===== config.mk =====
export PLATFORM = sky130hd
export DESIGN_NAME = block_matmul_top
export DESIGN_NICKNAME = d
export VERILOG_FILES = /design/src/logic/mesh_pkg.sv /design/src/logic/operand_store.sv /design/src/logic/block_scheduler.sv /design/src/logic/tile_mac.sv /design/src/logic/result_store.sv /design/src/logic/block_matmul_top.sv
export VERILOG_INCLUDE_DIRS = /design/src /design/src/logic
export SDC_FILE = /design/constraint.sdc
export NUM_CORES = 2
export LEC_CHECK = 0
export BUFFER_PORTS_ARGS = -buffer_cell sky130_fd_sc_hd__buf_4
export CAP_MARGIN = 20
export CORE_MARGIN = 4
export CORE_UTILIZATION = 54
export DETAILED_ROUTE_END_ITERATION = 7
export PLACE_DENSITY = 0.68
export SLEW_MARGIN = 20
export SYNTH_ARGS = -nofsm -noshare
export SYNTH_HDL_FRONTEND = slang
export SYNTH_SLANG_ARGS = --single-unit

===== constraint.sdc =====
create_clock -name clk_i -period 10 [get_ports clk_i]
set_input_delay 0.5 -clock clk_i [delete_from_list [all_inputs] [get_ports clk_i]]
set_output_delay 0.5 -clock clk_i [all_outputs]
set_load 0.1 [all_outputs]

===== src/logic/mesh_defines.svh =====
`ifndef MESH_DEFINES_SVH
`define MESH_DEFINES_SVH

// Matrix dimension N that the tile size must divide
`define MESH_MATRIX_SIZE 4
// Tile dimension T
`define MESH_TILE_SIZE 2
`define MESH_DATA_WIDTH 32

// Derived counts
`define MESH_NUM_TILES (`MESH_MATRIX_SIZE / `MESH_TILE_SIZE)
`define MESH_MEM_DEPTH (`MESH_MATRIX_SIZE * `MESH_MATRIX_SIZE)
`define MESH_ADDR_WIDTH $clog2(`MESH_MEM_DEPTH)

`endif


===== src/logic/mesh_pkg.sv =====
package mesh_pkg;

`include "mesh_defines.svh"

    typedef logic [`MESH_DATA_WIDTH-1:0] data_t;

    // Row-major element address and fill count of one matrix store
    typedef logic [`MESH_ADDR_WIDTH-1:0] mem_addr_t;
    typedef logic [`MESH_ADDR_WIDTH:0]   fill_t;

    // Tile and element indices never narrower than one bit
    typedef logic [(`MESH_NUM_TILES > 1 ? $clog2(`MESH_NUM_TILES) : 1)-1:0] tile_idx_t;
    typedef logic [(`MESH_TILE_SIZE > 1 ? $clog2(`MESH_TILE_SIZE) : 1)-1:0] elem_idx_t;

    typedef enum logic {
        SCHED_IDLE,
        SCHED_ISSUE
    } sched_state_t;

endpackage


===== src/logic/operand_store.sv =====
`timescale 1ns/1ps

`include "mesh_defines.svh"

module operand_store (
    input  logic                clk_i,
    input  logic                rstn_i,
    input  logic                wr_en_i,
    input  mesh_pkg::data_t     wr_data_i,
    input  logic                wr_reset_i,
    input  logic                rd_en_i,
    input  mesh_pkg::mem_addr_t rd_addr_i,
    output mesh_pkg::data_t     rd_data_o,
    output logic                empty_o,
    output logic                full_o
);

    mesh_pkg::data_t     mem [`MESH_MEM_DEPTH];
    mesh_pkg::mem_addr_t wr_ptr;
    mesh_pkg::fill_t     fill_cnt;
    logic                wr_accept;

    // Write reset wins over a write and a full store drops writes
    assign wr_accept = wr_en_i && !full_o && !wr_reset_i;

    always_ff @(posedge clk_i or negedge rstn_i) begin
        if (!rstn_i) begin
            wr_ptr   <= '0;
            fill_cnt <= '0;
        end else if (wr_reset_i) begin
            wr_ptr   <= '0;
            fill_cnt <= '0;
        end else if (wr_accept) begin
            wr_ptr   <= wr_ptr + 1'b1;
            fill_cnt <= fill_cnt + 1'b1;
        end
    end

    always_ff @(posedge clk_i) begin
        if (wr_accept) begin
            mem[wr_ptr] <= wr_data_i;
        end
    end

    // Registered read port
    always_ff @(posedge clk_i) begin
        if (rd_en_i) begin
            rd_data_o <= mem[rd_addr_i];
        end
    end

    assign empty_o = (fill_cnt == 0);
    assign full_o  = (fill_cnt == `MESH_MEM_DEPTH);

endmodule


===== src/logic/block_scheduler.sv =====
`timescale 1ns/1ps

`include "mesh_defines.svh"

module block_scheduler (
    input  logic                clk_i,
    input  logic                rstn_i,
    input  logic                start_i,
    input  logic                a_full_i,
    input  logic                b_full_i,
    output logic                clear_o,
    output logic                rd_en_o,
    output mesh_pkg::mem_addr_t a_addr_o,
    output mesh_pkg::mem_addr_t b_addr_o,
    output mesh_pkg::mem_addr_t c_addr_o,
    output logic                first_m_o,
    output logic                last_m_o,
    output logic                first_k_o,
    output logic                last_beat_o,
    output logic                alloc_done_o
);

    mesh_pkg::sched_state_t state_q;
    mesh_pkg::tile_idx_t    i_q, j_q, k_q;
    mesh_pkg::elem_idx_t    r_q, c_q, m_q;
    logic start_ok;
    logic issue;
    logic i_last, j_last, k_last;
    logic r_last, c_last, m_last;
    logic final_beat;

    function automatic mesh_pkg::mem_addr_t rm_addr(input int unsigned row,
                                                    input int unsigned col);
        int unsigned flat;
        flat = row * `MESH_MATRIX_SIZE + col;
        return mesh_pkg::mem_addr_t'(flat);
    endfunction

    assign start_ok = (state_q == mesh_pkg::SCHED_IDLE) && start_i && a_full_i && b_full_i;
    assign issue    = (state_q == mesh_pkg::SCHED_ISSUE);

    assign i_last = (i_q == `MESH_NUM_TILES - 1);
    assign j_last = (j_q == `MESH_NUM_TILES - 1);
    assign k_last = (k_q == `MESH_NUM_TILES - 1);
    assign r_last = (r_q == `MESH_TILE_SIZE - 1);
    assign c_last = (c_q == `MESH_TILE_SIZE - 1);
    assign m_last = (m_q == `MESH_TILE_SIZE - 1);
    assign final_beat = i_last && j_last && k_last && r_last && c_last && m_last;

    always_ff @(posedge clk_i or negedge rstn_i) begin
        if (!rstn_i) begin
            state_q <= mesh_pkg::SCHED_IDLE;
        end else if (start_ok) begin
            state_q <= mesh_pkg::SCHED_ISSUE;
        end else if (issue && final_beat) begin
            state_q <= mesh_pkg::SCHED_IDLE;
        end
    end

    // Loop nest i, j, k, r, c, m with m innermost
    // All counters wrap back to zero on the final beat
    always_ff @(posedge clk_i or negedge rstn_i) begin
        if (!rstn_i) begin
            i_q <= '0;
            j_q <= '0;
            k_q <= '0;
            r_q <= '0;
            c_q <= '0;
            m_q <= '0;
        end else if (issue) begin
            m_q <= m_last ? '0 : m_q + 1'b1;
            if (m_last) begin
                c_q <= c_last ? '0 : c_q + 1'b1;
                if (c_last) begin
                    r_q <= r_last ? '0 : r_q + 1'b1;
                    if (r_last) begin
                        k_q <= k_last ? '0 : k_q + 1'b1;
                        if (k_last) begin
                            j_q <= j_last ? '0 : j_q + 1'b1;
                            if (j_last) begin
                                i_q <= i_last ? '0 : i_q + 1'b1;
                            end
                        end
                    end
                end
            end
        end
    end

    always_ff @(posedge clk_i or negedge rstn_i) begin
        if (!rstn_i) begin
            clear_o      <= 1'b0;
            rd_en_o      <= 1'b0;
            last_beat_o  <= 1'b0;
            alloc_done_o <= 1'b0;
        end else begin
            clear_o     <= start_ok;
            rd_en_o     <= issue;
            last_beat_o <= issue && final_beat;
            // Raised the cycle after the last beat leaves
            if (start_ok) begin
                alloc_done_o <= 1'b0;
            end else if (last_beat_o) begin
                alloc_done_o <= 1'b1;
            end
        end
    end

    // Beat payload qualified by rd_en_o downstream
    always_ff @(posedge clk_i) begin
        a_addr_o  <= rm_addr(i_q * `MESH_TILE_SIZE + r_q, k_q * `MESH_TILE_SIZE + m_q);
        b_addr_o  <= rm_addr(k_q * `MESH_TILE_SIZE + m_q, j_q * `MESH_TILE_SIZE + c_q);
        c_addr_o  <= rm_addr(i_q * `MESH_TILE_SIZE + r_q, j_q * `MESH_TILE_SIZE + c_q);
        first_m_o <= (m_q == 0);
        last_m_o  <= m_last;
        first_k_o <= (k_q == 0);
    end

endmodule


===== src/logic/tile_mac.sv =====
`timescale 1ns/1ps

module tile_mac (
    input  logic                clk_i,
    input  logic                rstn_i,
    input  logic                valid_i,
    input  mesh_pkg::data_t     a_i,
    input  mesh_pkg::data_t     b_i,
    input  mesh_pkg::mem_addr_t c_addr_i,
    input  logic                first_m_i,
    input  logic                last_m_i,
    input  logic                first_k_i,
    input  logic                last_beat_i,
    output logic                sum_valid_o,
    output mesh_pkg::data_t     sum_o,
    output mesh_pkg::mem_addr_t sum_addr_o,
    output logic                sum_first_k_o,
    output logic                sum_last_o
);

    logic                valid_q;
    mesh_pkg::mem_addr_t c_addr_q;
    logic                first_m_q, last_m_q, first_k_q, last_beat_q;
    mesh_pkg::data_t     product;
    mesh_pkg::data_t     acc_q;
    mesh_pkg::data_t     acc_next;

    // Tags wait one cycle for the store read data
    always_ff @(posedge clk_i or negedge rstn_i) begin
        if (!rstn_i) begin
            valid_q <= 1'b0;
        end else begin
            valid_q <= valid_i;
        end
    end

    always_ff @(posedge clk_i) begin
        c_addr_q    <= c_addr_i;
        first_m_q   <= first_m_i;
        last_m_q    <= last_m_i;
        first_k_q   <= first_k_i;
        last_beat_q <= last_beat_i;
    end

    // Product wraps to the data width
    assign product  = a_i * b_i;
    assign acc_next = first_m_q ? product : acc_q + product;

    always_ff @(posedge clk_i or negedge rstn_i) begin
        if (!rstn_i) begin
            sum_valid_o <= 1'b0;
        end else begin
            sum_valid_o <= valid_q && last_m_q;
        end
    end

    always_ff @(posedge clk_i) begin
        if (valid_q) begin
            acc_q <= acc_next;
        end
        if (valid_q && last_m_q) begin
            sum_o         <= acc_next;
            sum_addr_o    <= c_addr_q;
            sum_first_k_o <= first_k_q;
            sum_last_o    <= last_beat_q;
        end
    end

endmodule


===== src/logic/result_store.sv =====
`timescale 1ns/1ps

`include "mesh_defines.svh"

module result_store (
    input  logic                clk_i,
    input  logic                rstn_i,
    input  logic                clear_i,
    input  logic                sum_valid_i,
    input  mesh_pkg::data_t     sum_i,
    input  mesh_pkg::mem_addr_t sum_addr_i,
    input  logic                sum_first_k_i,
    input  logic                sum_last_i,
    input  mesh_pkg::mem_addr_t rd_addr_i,
    output mesh_pkg::data_t     rd_data_o,
    output logic                done_o
);

    mesh_pkg::data_t c_mem [`MESH_MEM_DEPTH];

    // First k overwrites and later k add onto the stored partial sum
    always_ff @(posedge clk_i) begin
        if (sum_valid_i) begin
            c_mem[sum_addr_i] <= sum_first_k_i ? sum_i : c_mem[sum_addr_i] + sum_i;
        end
        rd_data_o <= c_mem[rd_addr_i];
    end

    always_ff @(posedge clk_i or negedge rstn_i) begin
        if (!rstn_i) begin
            done_o <= 1'b0;
        end else if (clear_i) begin
            done_o <= 1'b0;
        end else if (sum_valid_i && sum_last_i) begin
            done_o <= 1'b1;
        end
    end

endmodule


===== src/logic/block_matmul_top.sv =====
`timescale 1ns/1ps

module block_matmul_top (
    input  logic                clk_i,
    input  logic                rstn_i,
    input  logic                start_i,
    input  logic                north_wr_en_i,
    input  mesh_pkg::data_t     north_wr_data_i,
    input  logic                north_wr_reset_i,
    input  logic                west_wr_en_i,
    input  mesh_pkg::data_t     west_wr_data_i,
    input  logic                west_wr_reset_i,
    input  mesh_pkg::mem_addr_t result_addr_i,
    output logic                north_empty_o,
    output logic                west_empty_o,
    output logic                alloc_done_o,
    output logic                mult_done_o,
    output mesh_pkg::data_t     result_data_o
);

    logic                a_full, b_full;
    logic                clear;
    logic                rd_en;
    mesh_pkg::mem_addr_t a_addr, b_addr, c_addr;
    logic                first_m, last_m, first_k, last_beat;
    mesh_pkg::data_t     a_data, b_data;
    logic                sum_valid;
    mesh_pkg::data_t     sum;
    mesh_pkg::mem_addr_t sum_addr;
    logic                sum_first_k, sum_last;

    // Matrix A
    operand_store west_store (
        .clk_i      (clk_i),
        .rstn_i     (rstn_i),
        .wr_en_i    (west_wr_en_i),
        .wr_data_i  (west_wr_data_i),
        .wr_reset_i (west_wr_reset_i),
        .rd_en_i    (rd_en),
        .rd_addr_i  (a_addr),
        .rd_data_o  (a_data),
        .empty_o    (west_empty_o),
        .full_o     (a_full)
    );

    // Matrix B
    operand_store north_store (
        .clk_i      (clk_i),
        .rstn_i     (rstn_i),
        .wr_en_i    (north_wr_en_i),
        .wr_data_i  (north_wr_data_i),
        .wr_reset_i (north_wr_reset_i),
        .rd_en_i    (rd_en),
        .rd_addr_i  (b_addr),
        .rd_data_o  (b_data),
        .empty_o    (north_empty_o),
        .full_o     (b_full)
    );

    block_scheduler u_sched (
        .clk_i        (clk_i),
        .rstn_i       (rstn_i),
        .start_i      (start_i),
        .a_full_i     (a_full),
        .b_full_i     (b_full),
        .clear_o      (clear),
        .rd_en_o      (rd_en),
        .a_addr_o     (a_addr),
        .b_addr_o     (b_addr),
        .c_addr_o     (c_addr),
        .first_m_o    (first_m),
        .last_m_o     (last_m),
        .first_k_o    (first_k),
        .last_beat_o  (last_beat),
        .alloc_done_o (alloc_done_o)
    );

    tile_mac u_mac (
        .clk_i         (clk_i),
        .rstn_i        (rstn_i),
        .valid_i       (rd_en),
        .a_i           (a_data),
        .b_i           (b_data),
        .c_addr_i      (c_addr),
        .first_m_i     (first_m),
        .last_m_i      (last_m),
        .first_k_i     (first_k),
        .last_beat_i   (last_beat),
        .sum_valid_o   (sum_valid),
        .sum_o         (sum),
        .sum_addr_o    (sum_addr),
        .sum_first_k_o (sum_first_k),
        .sum_last_o    (sum_last)
    );

    result_store u_result (
        .clk_i         (clk_i),
        .rstn_i        (rstn_i),
        .clear_i       (clear),
        .sum_valid_i   (sum_valid),
        .sum_i         (sum),
        .sum_addr_i    (sum_addr),
        .sum_first_k_i (sum_first_k),
        .sum_last_i    (sum_last),
        .rd_addr_i     (result_addr_i),
        .rd_data_o     (result_data_o),
        .done_o        (mult_done_o)
    );

endmodule


Yosys cells after proc, flatten, opt, wreduce, memory -nomap -nowiden
Memories as Yosys holds them, arrays and structs flattened. A register that Yosys moved wholly into a read port is not among the register bits.
Index checks and enable logic that the tools add are counted.
{"block": "op_classes", "addsub": 18, "reduce_logical": 31, "n_mux": 29, "bitwise_logic": 3, "eq_ne": 2, "multipliers": 1}
{"op": "$add A32 B32 Y32", "count": 2}
{"op": "$mux W32", "count": 2}
{"op": "$mul A32 B32 Y32", "count": 1}
{"op": "$mux W4", "count": 5}
{"op": "$mux W5", "count": 4}
{"op": "$mux W1", "count": 18}
{"op": "$logic_and A1 B1 Y1", "count": 15}
{"op": "$add A5 B1 Y5 const B", "count": 2}
{"op": "$eq A5 B5 Y1 const B", "count": 2}
{"op": "$logic_not A5 Y1", "count": 2}
{"op": "$reduce_bool A2 Y1", "count": 5}
{"op": "$add A4 B1 Y4 const B", "count": 2}
{"op": "$add A4 B4 Y4", "count": 2}
{"op": "$add A1 B1 Y1 const B", "count": 6}
{"op": "$add A2 B1 Y3", "count": 2}
{"op": "$reduce_and A6 Y1", "count": 1}
{"op": "$reduce_and A5 Y1", "count": 1}
{"op": "$add A4 B3 Y4", "count": 1}
{"op": "$logic_not A1 Y1", "count": 4}
{"op": "$reduce_and A4 Y1", "count": 1}
{"op": "$not A1 Y1", "count": 3}
{"op": "$reduce_and A3 Y1", "count": 1}
{"op": "$add A2 B1 Y2", "count": 1}
{"op": "$reduce_and A2 Y1", "count": 1}
{"block": "word_totals", "memories": 3, "inputBits": 75, "regBits": 125, "word_cells": 121, "ramBits": 1536}
{"memory": "north_store.mem", "words": 16, "word_bits": 32, "rd": 1, "rd_clocked_by_memory_dff": 1, "write_ports": 1, "line_no": "operand_store.sv:18", "rtl": "mesh_pkg::data_t mem [`MESH_MEM_DEPTH];"}
{"memory": "u_result.c_mem", "words": 16, "word_bits": 32, "rd": 2, "rd_clocked_by_memory_dff": 2, "write_ports": 1, "line_no": "result_store.sv:19", "rtl": "mesh_pkg::data_t c_mem [`MESH_MEM_DEPTH];"}
{"memory": "west_store.mem", "words": 16, "word_bits": 32, "rd": 1, "rd_clocked_by_memory_dff": 1, "write_ports": 1, "line_no": "operand_store.sv:18"}

Logic depth before layout (Yosys ltp)
{"block": "logic_depth", "ltp_word": 8, "mapped_depth": 36}

Hierarchy
From an unflattened synthesis, not the netlist that was laid out.
{"block": "hier_totals", "cells_unflattened": 5241, "hier_area_um2": 87716.6}
{"module": "result_store", "area_each_um2": 25724.7, "cells_each": 1300, "instances": 1}
{"module": "operand_store (west_store)", "area_each_um2": 20724.9, "cells_each": 896, "instances": 1}
{"module": "operand_store (north_store)", "area_each_um2": 20723.6, "cells_each": 896, "instances": 1}
{"module": "tile_mac", "area_each_um2": 19917.9, "cells_each": 2101, "instances": 1}
{"module": "block_scheduler", "area_each_um2": 625.6, "cells_each": 48, "instances": 1}

Worst setup path before layout
OpenSTA, ideal clock, no wires.
{"block": "synth_path", "path_type": "flip-flop to flip-flop", "startpoint": "register north_store.rd_data_o[4], read port of north_store.mem", "endpoint": "register u_mac.acc_q[31] (data pin)", "required_time_ps": 9729, "path_stages_with_launch": 35, "path_buffers": 2, "synth_period_minus_slack_ps": 8758, "t_arrival_ps": 8487, "setup_slack_ps": 1242, "cell_sequence": "edfxtp_1 > clkbuf_1 > clkbuf_1 > and2_1 > fa_1 > inv_1 > fa_1 > fa_1 > inv_1 > fa_1 > ha_1 > ha_1 > inv_1 > fa_1 > inv_1 > fa_1 > ha_1 > or2_2 > o311a_1 > a41o_1 > a2111oi_0 > o21bai_1 > a21oi_1 > xnor2_1 > ha_1 > nand2_1 > nor2_1 > a2111oi_0 > o21ai_2 > o31ai_4 > o21ai_2 > a31oi_4 > nor2_2 > a311oi_2 > xnor3_1"}
{"block": "synth_between", "elab_chain_cells": 3}
{"item": "from (decl)", "line_no": "operand_store.sv:13", "rtl": "output mesh_pkg::data_t rd_data_o,"}
{"item": "$mul A32 B32 Y32 (*)", "line_no": "tile_mac.sv:46", "rtl": "assign product = a_i * b_i;"}
{"item": "$add A32 B32 Y32", "line_no": "tile_mac.sv:47", "rtl": "assign acc_next = first_m_q ? product : acc_q + product;"}
{"item": "$mux W32 (*)", "line_no": "tile_mac.sv:47"}
{"item": "via u_mac.acc_next[31]", "line_no": "tile_mac.sv:26", "rtl": "mesh_pkg::data_t acc_next;"}
{"item": "to (signal assigned)", "line_no": "tile_mac.sv:59", "rtl": "acc_q <= acc_next;"}
{"item": "to (decl)", "line_no": "tile_mac.sv:25", "rtl": "mesh_pkg::data_t acc_q;"}
The timed path passes the listed nets; every way through them passes the cells marked *.
A chain may end at the register's enable or synchronous reset.

Worst setup path in the final report
{"block": "layout_path", "startpoint": "register north_store.rd_data_o[5], read port of north_store.mem", "endpoint": "register u_mac.acc_q[31] (data pin)"}
Same word-level chain as after synthesis.

==> metrics <==
Final WS setup=approximately 0.41 ns; post-layout util=0.610; Final Hold Viols=0; Post-synth EDFFs=1670; CP Max Fanout=15; WHS Path Cells=4; met3 track demand over resource=0.0400; FF-to-FF setup slack=0.41 ns; most frequent cells in the layout=1670 x edfxtp_1, 640 x mux4_2, 430 x inv_1, 410 x fa_1, 361 x nand2_1; type of origin of the critical path=register; Layout area overhead=12.3%; Worst-Margin Slew=1.10 ns; Inserted Clock Buffers=178; Max Cap Violations=0; leak pwr=34.3 nW; WL final=205000 microns; H-tree depth=4; Async SR Flop Fraction=0.0182; IO Pins=111; final global-route overflow total=0; Crit path buffers/inverters=6; HP Class=input pin to register; pin count of the biggest net entering global routing=approximately 130; dpl ws=0.292 ns; Slew Limit Fails=0; Synthesized Nets=5678; via count=45500; Mapped Area=87200 sq um; CTS tree=yes; synth warn=0; vias in the first global route=47800; switching share of power=0.208; Max IR drop VDD=about 0.17 mV; Sink Count=1754; Core Footprint=161000 sq um; syn avg cell area=17.5 sq um; most frequent CP cell=fa_1; Post-DRT Antenna Nets=0; DRT iter0 DRCs=about 4500; Worst Setup End Kind=register; ys flop type=edfxtp_1; Critical Path RT=10.53 ns; Synth cell types=68; CTS max path bufs=3; grt peak-use layer=met2; clock insertion delay at the later pin of the skew report=0.82 ns; placed insts=roughly 7000; Combinational Power Share=0.030; power per standard cell area=between 150 and 200 nW/um^2; Worst R2R Start=north_store.rd_data_o[5]; M2 GR Usage=0.413; Nets=5928; Setup violations, final=0; minimum hold slack=0.0729 ns; switching power total=3.15 mW; setup_tns=0 ns; slowest stage delay, CP=0.57 ns; Vias per Instance=~6; crit share post-route=0.959; Clk pin slew, worst setup/hold paths=around 0.06 ns; Design Area, Final=97900 sq um; IO Port Bufs=110; FF-to-FF path depth=31; part of the Yosys area used for sequential elements=0.596; run status=finished clean; Gate Count Post-Synth=4994; die width=about 400 microns; worst rel slew slack=0.264; final non-filler cell total=7562; CTS root buf=clkbuf_16; flops & latches, synth=1754; crit path from=north_store.rd_data_o[5]; Setup Skew=0.0422 ns; min cycle time layout=around 9.6 ns; drt wl/cell=between 20 and 30 microns; share of layout cells above drive strength 1=0.230; Achievable Freq=0.104 GHz; placed instance area=91200 sq um; crit path DAT=10.12 ns; Placer Congestion=0.849; wire length of the first global-routing pass=310000 microns; All-Layer GR Usage=0.250; commonest non-fill, non-tap cell in the layout=edfxtp_1; antenna violations before repair=14; Remaining DRCs=0; HPWL Detailed=123000 microns; FF-to-FF End=u_mac.acc_q[31]; Row Count=147; Setup Crit Path Kind=register to register; initial core utilization=0.543; die area=about 170000 sq um; sequential power share=0.531; Clk pwr share=0.439; DRT Pass-1 Iters=5; met1 usage=0.350; Final Power=between 15 and 20 mW; critical hold path startpoint=west_wr_en_i; CP top delay family=adder cells; die height=410 microns; Internal=12.0 mW; slowest CP cell=edfxtp_1; Endpoint, Worst Hold=west_store.fill_cnt[3]; RSZ-0062 raised after global routing=no
==> area by class of cell <==
type / instances / area, sq um
multi-input cells: 2564 / 33000
inverters: 432 / 1620
clock buffers: 240 / 4920
clock inverters: 91 / 1020
flip-flops and latches: 1754 / 52000
well taps: 2160 / 2700
repair buffers: 314 / 2590
diodes: 7 / 17.5
fillers: 11500 / 62700
==> routing by layer <==
layer	vias up	wire length, microns	part of all wire
met5	-	49	0.00024
met4	8	5730	0.028
met3	327	12700	0.062
met2	1579	103000	0.50
met1	24300	83600	0.41
li1	19400	-	-
==> cell families after synthesis <==
| logic type | synth area share |
|---|---|
| and+or+nand+nor | 0.0487 |
| buffers and inverters | 0.0292 |
| xor gates and xnor gates | 0.0153 |
| AOI/OAI and AO/OA | 0.0203 |
| muxes | 0.167 |
| adders and majority gates | 0.123 |
| DFF | 0.596 |
==> power groups by stage <==
stage                     sequential [mW]  clock (mW)  combinational, mW
final                                8.06        6.66              0.460
after global routing                 8.06        7.10              0.488
after CTS                            8.06        6.77              0.463
after detailed placement             8.22           0              0.437
after global placement               8.21           0              0.430
after floorplan                      8.32           0              0.173
==> worst max-delay path by stage <==
stage	to	slack, ns	cells after the start
6_report	u_mac.acc_q[31]	0.41	31
5_1_grt	u_mac.acc_q[31]	0.05	31
4_1_cts	u_mac.acc_q[31]	0.30	31
3_5_place_dp	u_mac.acc_q[31]	0.29	30
3_3_place_gp	u_mac.sum_o[31]	0.42	31
2_1_floorplan	u_mac.acc_q[31]	1.24	34
==> worst register-to-register path, delay by kind of cell (launching register included) <==
kind	cells	cell delay (ns)
compound gates	8	1.54
xor+xnor	3	0.72
fa+ha+maj	10	4.65
buf+inv	6	0.63
flops	1	0.57
simple gates	4	1.22
==> state kept, by name, indices dropped and copies added (netlist names), 2 cells and up, named ones only <==
signal                 cells
north_store.fill_cnt       5
north_store.mem          512
north_store.rd_data_o     32
north_store.wr_ptr         4
u_mac.acc_q               32
u_mac.c_addr_q             4
u_mac.sum_addr_o           4
u_mac.sum_o               32
u_result.c_mem           512
u_result.rd_data_o        32
u_sched.a_addr_o           4
u_sched.b_addr_o           2
west_store.fill_cnt        5
west_store.mem           512
west_store.rd_data_o      32
west_store.wr_ptr          4
==> Yosys cell counts, types with 6 or more instances <==
library cell	instances	area [sq um]
nor3_1	26	130
nor4_1	6	37.5
nor2b_1	9	56.3
mux4_2	640	14400
dfrtp_1	32	801
dfxtp_1	52	1040
and3_1	9	56.3
a211oi_1	13	97.6
a31oi_1	6	37.5
o21ai_0	78	390
a21o_1	27	203
and2_1	282	1760
buf_1	52	195
or3_1	8	50.1
o21bai_1	10	75.1
inv_1	431	1620
edfxtp_1	1670	50100
or2_2	6	37.5
fa_1	410	8210
a21oi_1	65	325
ha_1	199	2490
nand2b_1	14	87.6
clkbuf_1	190	713
nand4_1	11	68.8
mux2_2	13	146
o31ai_1	9	67.6
nand3_1	15	75.1
xor2_1	56	490
xnor2_1	94	823
nand2_1	361	1360
nor2_1	119	447
o21a_1	20	150
==> timing repair <==
action / CTS / global route
endpoints found under the hold margin: 1074 / 0
setup endpoints to repair: 0 / 4
buffers inserted: 0 / 6
gates resized for setup: 0 / 4
hold buffers: 68 / 0
(Power assumes the default switching activity.)
